[src/hw/soc_bus_pkg.sv]
// peripheral bus package: APB widths, window map and error response constants
`default_nettype none

package soc_bus_pkg;

	// ------------------------------------------------------------------
	// APB widths

	// peripheral bus address, 16 bits as seen inside each device
	localparam int APB_ADDR_W = 16;

	// data bus, one full word per transfer
	localparam int APB_DATA_W = 32;

	typedef logic [APB_ADDR_W-1:0] apb_addr_t;
	typedef logic [APB_DATA_W-1:0] apb_data_t;

	// ------------------------------------------------------------------
	// address windows

	// window select uses paddr[15:14]
	localparam apb_addr_t TIMER_WIN_MASK = 16'hc000;

	// timer sits in the first window, 0x0000 to 0x3fff
	localparam apb_addr_t TIMER_WIN_BASE = 16'h0000;

	// all other windows are unmapped and answer with an error

	// ------------------------------------------------------------------
	// response constants

	// read data returned with pslverr
	localparam apb_data_t APB_ERR_RDATA = 32'h0000_0000;

endpackage

`default_nettype wire

[src/hw/timer_pkg.sv]
// system timer package: register map, register select enum, reset values, timebase
`default_nettype none

package timer_pkg;

	// ------------------------------------------------------------------
	// register map

	// low offset bits decoded, higher bits in the window must be zero
	localparam int TIMER_OFS_W = 8;

	localparam logic [TIMER_OFS_W-1:0] TIMER_OFS_CTRL      = 8'h00;
	localparam logic [TIMER_OFS_W-1:0] TIMER_OFS_MTIME     = 8'h08;
	localparam logic [TIMER_OFS_W-1:0] TIMER_OFS_MTIMEH    = 8'h0c;
	localparam logic [TIMER_OFS_W-1:0] TIMER_OFS_MTIMECMP  = 8'h10;
	localparam logic [TIMER_OFS_W-1:0] TIMER_OFS_MTIMECMPH = 8'h14;

	// register targeted by a decoded access
	typedef enum logic [2:0] {
		TREG_CTRL,
		TREG_MTIME,
		TREG_MTIMEH,
		TREG_MTIMECMP,
		TREG_MTIMECMPH,
		TREG_NONE
	} timer_reg_e;

	// ------------------------------------------------------------------
	// counter and reset values

	localparam int MTIME_W      = 64;
	localparam int MTIME_HALF_W = MTIME_W / 2;
	typedef logic [MTIME_W-1:0] mtime_t;

	// compare starts at max so no interrupt fires out of reset
	localparam mtime_t MTIMECMP_RESET = {MTIME_W{1'b1}};

	// counter runs out of reset
	localparam logic CTRL_EN_RESET = 1'b1;

	// clock cycles per microsecond tick
	localparam int CLK_MHZ    = 27;
	localparam int TICK_CNT_W = $clog2(CLK_MHZ);

endpackage

`default_nettype wire

[src/hw/timer_req_if.sv]
// decoded timer register access, carried from APB decode to the timer register file
`timescale 1ns/1ps
`default_nettype none

interface timer_req_if;
	import timer_pkg::*;

	// one-cycle access pulse, no back-pressure
	logic strobe;

	// 1 for a write, 0 for a read
	logic write;

	// target register of this access
	timer_reg_e reg_sel;

	// write data, one 32-bit half of a timer register
	logic [MTIME_HALF_W-1:0] wdata;

	// read data, combinational from reg_sel
	logic [MTIME_HALF_W-1:0] rdata;

	modport decoder (
		output strobe,
		output write,
		output reg_sel,
		output wdata
	);

	modport timer (
		input  strobe,
		input  write,
		input  reg_sel,
		input  wdata,
		output rdata
	);

endinterface

`default_nettype wire

[src/hw/apb_decode.sv]
// APB access decode: maps an access phase onto a timer register strobe or an error
`timescale 1ns/1ps
`default_nettype none

module apb_decode (
	input  logic                  psel,
	input  logic                  penable,
	input  logic                  pwrite,
	input  soc_bus_pkg::apb_addr_t paddr,
	input  soc_bus_pkg::apb_data_t pwdata,
	input  logic                  pready,
	output logic                  err,
	timer_req_if.decoder          req
);
	import soc_bus_pkg::*;
	import timer_pkg::*;

	logic                   access;
	logic                   in_window;
	apb_addr_t              win_ofs;
	logic                   upper_zero;
	logic [TIMER_OFS_W-1:0] ofs;
	timer_reg_e             sel;
	logic                   hit;

	// first access cycle only, the response is still pending
	assign access = psel & penable & ~pready;

	// ------------------------------------------------------------------
	// address match

	assign in_window  = (paddr & TIMER_WIN_MASK) == TIMER_WIN_BASE;
	assign win_ofs    = paddr & ~TIMER_WIN_MASK;
	assign upper_zero = (win_ofs >> TIMER_OFS_W) == '0;
	assign ofs        = win_ofs[TIMER_OFS_W-1:0];

	always_comb begin
		case (ofs)
			TIMER_OFS_CTRL:      sel = TREG_CTRL;
			TIMER_OFS_MTIME:     sel = TREG_MTIME;
			TIMER_OFS_MTIMEH:    sel = TREG_MTIMEH;
			TIMER_OFS_MTIMECMP:  sel = TREG_MTIMECMP;
			TIMER_OFS_MTIMECMPH: sel = TREG_MTIMECMPH;
			default:             sel = TREG_NONE;
		endcase
		// aliases above the decoded offset are unmapped
		if (!upper_zero) begin
			sel = TREG_NONE;
		end
	end

	assign hit = in_window && (sel != TREG_NONE);

	// ------------------------------------------------------------------
	// outputs

	// unmapped access gets err and no strobe, so nothing is written
	assign req.strobe  = access & hit;
	assign err         = access & ~hit;
	assign req.write   = pwrite;
	assign req.reg_sel = sel;
	assign req.wdata   = pwdata;

endmodule

`default_nettype wire

[src/hw/timebase_tick.sv]
// microsecond timebase: one-cycle tick every CLK_MHZ clock cycles
`timescale 1ns/1ps
`default_nettype none

module timebase_tick (
	input  logic clk,
	input  logic rst_n,
	output logic tick
);
	import timer_pkg::*;

	logic [TICK_CNT_W-1:0] tick_cnt;

	// down counter, reload on zero
	always_ff @(posedge clk or negedge rst_n) begin
		if (!rst_n) begin
			tick_cnt <= '0;
			tick     <= 1'b0;
		end else begin
			if (|tick_cnt) begin
				tick_cnt <= tick_cnt - 1'b1;
			end else begin
				tick_cnt <= TICK_CNT_W'(CLK_MHZ - 1);
			end
			// registered pulse, one cycle after the counter hits zero
			tick <= ~|tick_cnt;
		end
	end

endmodule

`default_nettype wire

[src/hw/timer_regs.sv]
// system timer register file: enable, 64-bit mtime and mtimecmp, registered interrupt
`timescale 1ns/1ps
`default_nettype none

module timer_regs (
	input  logic        clk,
	input  logic        rst_n,
	input  logic        tick,
	input  logic        dbg_halt,
	timer_req_if.timer  req,
	output logic        timer_irq
);
	import timer_pkg::*;

	logic   ctrl_en;
	mtime_t mtime;
	mtime_t mtimecmp;
	logic   wr;
	logic   count_en;

	assign wr = req.strobe & req.write;

	// counting stops while the hart is halted by the debugger
	assign count_en = tick & ctrl_en & ~dbg_halt;

	// ------------------------------------------------------------------
	// control

	always_ff @(posedge clk or negedge rst_n) begin
		if (!rst_n) begin
			ctrl_en <= CTRL_EN_RESET;
		end else if (wr && req.reg_sel == TREG_CTRL) begin
			ctrl_en <= req.wdata[0];
		end
	end

	// ------------------------------------------------------------------
	// mtime

	// a software write wins over a tick in the same cycle
	always_ff @(posedge clk or negedge rst_n) begin
		if (!rst_n) begin
			mtime <= '0;
		end else if (wr && req.reg_sel == TREG_MTIME) begin
			mtime[MTIME_HALF_W-1:0] <= req.wdata;
		end else if (wr && req.reg_sel == TREG_MTIMEH) begin
			mtime[MTIME_W-1:MTIME_HALF_W] <= req.wdata;
		end else if (count_en) begin
			mtime <= mtime + 1'b1;
		end
	end

	// ------------------------------------------------------------------
	// mtimecmp

	always_ff @(posedge clk or negedge rst_n) begin
		if (!rst_n) begin
			mtimecmp <= MTIMECMP_RESET;
		end else if (wr && req.reg_sel == TREG_MTIMECMP) begin
			mtimecmp[MTIME_HALF_W-1:0] <= req.wdata;
		end else if (wr && req.reg_sel == TREG_MTIMECMPH) begin
			mtimecmp[MTIME_W-1:MTIME_HALF_W] <= req.wdata;
		end
	end

	// ------------------------------------------------------------------
	// interrupt

	// level interrupt, follows the compare one cycle late
	always_ff @(posedge clk or negedge rst_n) begin
		if (!rst_n) begin
			timer_irq <= 1'b0;
		end else begin
			timer_irq <= ctrl_en && (mtime >= mtimecmp);
		end
	end

	// ------------------------------------------------------------------
	// read mux

	// write transfers return zero read data
	always_comb begin
		req.rdata = '0;
		if (!req.write) begin
			case (req.reg_sel)
				TREG_CTRL:      req.rdata = {{(MTIME_HALF_W-1){1'b0}}, ctrl_en};
				TREG_MTIME:     req.rdata = mtime[MTIME_HALF_W-1:0];
				TREG_MTIMEH:    req.rdata = mtime[MTIME_W-1:MTIME_HALF_W];
				TREG_MTIMECMP:  req.rdata = mtimecmp[MTIME_HALF_W-1:0];
				TREG_MTIMECMPH: req.rdata = mtimecmp[MTIME_W-1:MTIME_HALF_W];
				default:        req.rdata = '0;
			endcase
		end
	end

endmodule

`default_nettype wire

[src/hw/apb_response.sv]
// APB response stage: registers pready, prdata and pslverr for each completed access
`timescale 1ns/1ps
`default_nettype none

module apb_response (
	input  logic                  clk,
	input  logic                  rst_n,
	input  logic                  strobe,
	input  logic                  err,
	input  soc_bus_pkg::apb_data_t rdata,
	output logic                  pready,
	output soc_bus_pkg::apb_data_t prdata,
	output logic                  pslverr
);
	import soc_bus_pkg::*;

	logic done;

	// an access finishes on either a good strobe or a decode error
	assign done = strobe | err;

	// ------------------------------------------------------------------
	// handshake

	// pready high for exactly one cycle, the cycle after the access starts
	always_ff @(posedge clk or negedge rst_n) begin
		if (!rst_n) begin
			pready  <= 1'b0;
			pslverr <= 1'b0;
		end else begin
			pready  <= done;
			pslverr <= err;
		end
	end

	// ------------------------------------------------------------------
	// read data

	// bus stays at zero outside the completing cycle
	always_ff @(posedge clk or negedge rst_n) begin
		if (!rst_n) begin
			prdata <= '0;
		end else if (err) begin
			prdata <= APB_ERR_RDATA;
		end else if (strobe) begin
			// timer already returns zero for writes
			prdata <= rdata;
		end else begin
			prdata <= '0;
		end
	end

endmodule

`default_nettype wire

[src/hw/periph_top.sv]
// peripheral top level: APB completer with the microsecond timebase and system timer
`timescale 1ns/1ps
`default_nettype none

module periph_top (
	input  logic                  clk,
	input  logic                  rst_n,

	// APB completer
	input  logic                  psel,
	input  logic                  penable,
	input  logic                  pwrite,
	input  soc_bus_pkg::apb_addr_t paddr,
	input  soc_bus_pkg::apb_data_t pwdata,
	output soc_bus_pkg::apb_data_t prdata,
	output logic                  pready,
	output logic                  pslverr,

	// timer side
	input  logic                  dbg_halt,
	output logic                  timer_irq
);

	logic dec_err;
	logic us_tick;

	timer_req_if req_bus ();

	// ------------------------------------------------------------------
	// decode

	apb_decode decode_u (
		.psel    (psel),
		.penable (penable),
		.pwrite  (pwrite),
		.paddr   (paddr),
		.pwdata  (pwdata),
		.pready  (pready),
		.err     (dec_err),
		.req     (req_bus.decoder)
	);

	// ------------------------------------------------------------------
	// timebase and timer

	timebase_tick tick_u (
		.clk   (clk),
		.rst_n (rst_n),
		.tick  (us_tick)
	);

	timer_regs timer_u (
		.clk       (clk),
		.rst_n     (rst_n),
		.tick      (us_tick),
		.dbg_halt  (dbg_halt),
		.req       (req_bus.timer),
		.timer_irq (timer_irq)
	);

	// ------------------------------------------------------------------
	// response

	apb_response resp_u (
		.clk     (clk),
		.rst_n   (rst_n),
		.strobe  (req_bus.strobe),
		.err     (dec_err),
		.rdata   (req_bus.rdata),
		.pready  (pready),
		.prdata  (prdata),
		.pslverr (pslverr)
	);

endmodule

`default_nettype wire

[config.mk]
export PLATFORM = sky130hd
export DESIGN_NAME = periph_top
export DESIGN_NICKNAME = d
export VERILOG_FILES = /design/src/hw/soc_bus_pkg.sv /design/src/hw/timer_pkg.sv /design/src/hw/timer_req_if.sv /design/src/hw/apb_decode.sv /design/src/hw/timebase_tick.sv /design/src/hw/timer_regs.sv /design/src/hw/apb_response.sv /design/src/hw/periph_top.sv
export SDC_FILE = /design/constraint.sdc
export NUM_CORES = 1
export LEC_CHECK = 0
export BUFFER_PORTS_ARGS = -buffer_cell sky130_fd_sc_hd__buf_2
export CAP_MARGIN = 10
export CORE_MARGIN = 5
export CORE_UTILIZATION = 42
export CTS_BUF_LIST = sky130_fd_sc_hd__clkbuf_4 sky130_fd_sc_hd__clkbuf_8
export DETAILED_ROUTE_END_ITERATION = 10
export PLACE_DENSITY = 0.59
export SYNTH_ARGS = -nofsm -noshare
export SYNTH_HDL_FRONTEND = slang
export SYNTH_HIERARCHICAL = 1
export SYNTH_SLANG_ARGS = --single-unit
[constraint.sdc]
create_clock -name clk -period 2.4 [get_ports clk]
set_input_delay 0.24 -clock clk [delete_from_list [all_inputs] [get_ports clk]]
set_output_delay 0.24 -clock clk [all_outputs]
set_load 0.03 [all_outputs]
==> metrics.cfg <==
[status]
outcome = finished with violations
failed_checks = setup timing

[worst_setup_path]
r2r_cells = 7
startpoint_type = flop
required_ps = 2790
r2r-end = timer_u/timer_irq
endpoint_kind = flop
worstSetupPathDepth = 7
cp_num_buf_inv = 1
crit_path_start = timer_u/mtimecmp[34]
crit_end = timer_u/timer_irq
crit_chain = inv_1 -> ha_1 -> nand4_1 -> or4_4 -> o211ai_1 -> o2111ai_1 -> nand3_1
path_class = flop to flop
rrSetupSlack_ps = -40
crit_family = simple AND/OR/NAND/NOR gates
cp_max_fo = 2
cp.arrival_ps = 2830
r2r_start = timer_u/mtimecmp[34]
slowest_stage = or4_4
slowest_delay_ps = 550

[clocking]
cts_sinks = 170
cts_htree_levels = 4
clk_pin_slew_ps = 110
clock_latency_ps = 480
clockBufferDepth = 2
cts_inserted_buffers = 17
cts_root_buffer = clkbuf_8
cts_tree = done

[pwr]
power.density_nw_per_um2 = 416
ir_drop_mv = 0.355
leakagePower_nw = 6.37
totalPowerFinal_mw = 5.43

[die]
core_um2 = 25200
die_area_um2 = 28900
die_y_um = 170
start_util = 0.427
pin_count = 89
rows = 58
die_w_um = 170

[placed_design]
dp_hpwl_um = 25600
io_buffers = 88
gp_congestion = 0.938

[timing]
finalSetupViolCount = 1
min_period_ps = 2440
slew-limit-headroom = 0.628
skew_ps = 18.5
maxSlewViolCount = 0
tightest_slew_ps = 556
rsz0062_at_grt = yes
period_share = 1.02
setup_ws_ps = -39.6
fmaxAchievable_mhz = 410
hold_violations = 0
fin_setup_tns_ps = -39.6

[global_route]
grt_pass1_wl_um = 54300
grt_util_all_layers = 0.237
grt_max_degree = 55
grt_pass1_vias = 9643
grt_overflow = 0
grt_antenna_before_repair = 0

[detailed_routing]
viasPerCell = 5.81
drt-initial-drc-count = 931
drc = 0
vias = 10000
wire_per_inst_um = 20.1
antenna_left = 0
wl_um = 34700
firstDrtPassIters = 6

[logic_synthesis]
syn-cell-area_um2 = 10800
synth_compound_area_frac = 0.230
synthXorXnorAreaFrac = 0.000814
synth_top_family_by_area = compound AO/OA/AOI/OAI gates
yosys.area_share.adder = 0.0767
yosysWarnings = 6
ys_seq_area_frac = 0.403
syn-num-nets = 1345
synthFlopType = dfrtp_1
synth_edf_count = 0
yosys.area_share.simple = 0.205
async_reset_ff_frac = 1.00
avgSynthCellArea_um2 = 8.78
synthMuxAreaShare = 0.00500
synthCells = 1225
yosys_register_bits = 170
synth_cell_types = 78

[layout]
fin_util = 0.518
antenna_cells = 0
areaGrowthSynthToFinish_pct = 21.3
nets = 1499
drive_above_1_share = 0.292

[hold_path]
hp-class = primary input to flop

[run]
cap_violations = 0

## repair_timing
| item | 4_1_cts | 5_1_grt |
|---|---|---|
| pin swaps | 5 | 6 |
| buffers inserted | 0 | 8 |
| hold buffers | 6 | 0 |
| endpoints found under the setup margin | 1 | 17 |
| hold endpoints to repair | 43 | 0 |
| gates resized for setup | 8 | 24 |
| cloned | 0 | 0 |
## flip-flops by register name, indices dropped and copies added, names as in the netlist
name,cells
timer_u/mtime,64
timer_u/mtimecmp,64
resp_u/prdata,32
tick_u/tick_cnt,5
resp_u/pready,1
resp_u/pslverr,1
tick_u/tick,1
timer_u/ctrl_en,1
timer_u/timer_irq,1
## Yosys cell counts (6+ instances only)
library cell	number	area, um2
buf_2	14	70.1
nand3_1	50	250
nor2_1	48	180
clkbuf_1	60	225
ha_1	66	826
nand2_1	131	492
nand4_1	16	100
nor4_1	12	75.1
o21ai_0	125	626
nor3b_1	6	45.0
dfstp_2	65	1710
inv_1	74	278
and3b_2	14	140
and4_1	11	96.3
nor3_1	15	75.1
a2bb2oi_1	7	61.3
buf_4	34	255
o22ai_1	15	93.8
or3_1	8	50.1
nand2b_1	8	50.1
o311ai_0	6	52.6
a22oi_1	68	510
and3b_1	19	166
a21o_1	8	60.1
a21oi_1	108	541
dfrtp_1	105	2630
a31oi_1	15	93.8
and3_1	19	119
## cells by family (layout without fill, tap and decap cells)
family / after synthesis / after routing
xor+xnor: 1 / 1
mux: 5 / 5
fa+ha+maj: 66 / 66
buf+inv: 188 / 355
compound gates: 401 / 401
simple gates: 394 / 394
flops: 170 / 170
## worst min-delay path by stage
stage	endpoint	slack, ps	cells after the start	startpoint
floorplan	resp_u/prdata[0]	-60	0	rst_n
global placement	resp_u/prdata[17]	190	1	rst_n
detailed placement	resp_u/prdata[17]	190	1	rst_n
CTS	timer_u/mtimecmp[46]	0.2	3	pwdata[14]
global route	timer_u/mtimecmp[51]	10	3	pwdata[19]
finish	timer_u/mtimecmp[46]	20	3	pwdata[14]
## layout by cell type, fill, tap and decap left out, types with 5 or more instances in the layout
cell type / synthesis / layout
dfstp_2: 65 / 65
o21ai_0: 125 / 120
a31oi_1: 15 / 15
o311ai_0: 6 / 6
nand2_1: 131 / 131
nand4_1: 16 / 16
and3b_2: 14 / 14
or3_1: 8 / 8
and3b_1: 19 / 19
and4_1: 11 / 11
nor3_1: 15 / 15
nand3_1: 50 / 47
buf_4: 34 / 141
a21oi_1: 108 / 106
o21ai_1: 1 / 5
dfrtp_1: 105 / 104
a2bb2oi_1: 7 / 6
buf_2: 14 / 87
o22ai_1: 15 / 14
dlygate4sd3_1: 0 / 6
nand2b_1: 8 / 8
nor4_1: 12 / 7
and3_1: 19 / 15
a21o_1: 8 / 8
nor4_4: 2 / 5
inv_1: 74 / 73
a22oi_1: 68 / 68
clkbuf_8: 0 / 17
nor2_1: 48 / 45
buf_12: 0 / 12
ha_1: 66 / 64
a41oi_1: 5 / 5
clkinv_4: 0 / 5
## worst min-delay path, cell delays in order
cell,delay (ps)
buf_2,130
nand2_1,50
o21ai_0,70
## stage by stage
step,setup slack (ps),instances,hold slack [ps],instance area (um2)
2_1_floorplan,-14.8,1225,-55.6,10800
3_3_place_gp,-124,1676,189,12400
3_5_place_dp,-157,1676,194,12400
4_1_cts,5.72,1714,0.215,12900
5_1_grt,-90.2,1722,14.9,13100
6_report,-39.6,1722,24.0,13100
## power by group
group / leakage [nW] / internal (mW) / switching, mW
combinational: 4.03 / 0.0940 / 0.172
clock: 0.217 / 1.07 / 1.20
sequential: 2.12 / 2.88 / 0.00927
## layout make-up
class	count	area [um2]
fillers	2348	12100
clock buffers	18	241
flip-flops and latches	170	4340
clock inverters	14	189
multi-input cells	867	5770
inverters	74	278
repair buffers	249	1830
well taps	330	413
## routing by layer
layer | wire, um | vias up | track usage
li1 | - | 4758 | -
met1 | 16200 | 4858 | 0.348
met2 | 15800 | 346 | 0.366
met3 | 2000 | 43 | 0.0369
met4 | 634 | 0 | 0.0646
met5 | 0 | - | 0
Note: power is estimated with default switching activity, not from simulation.
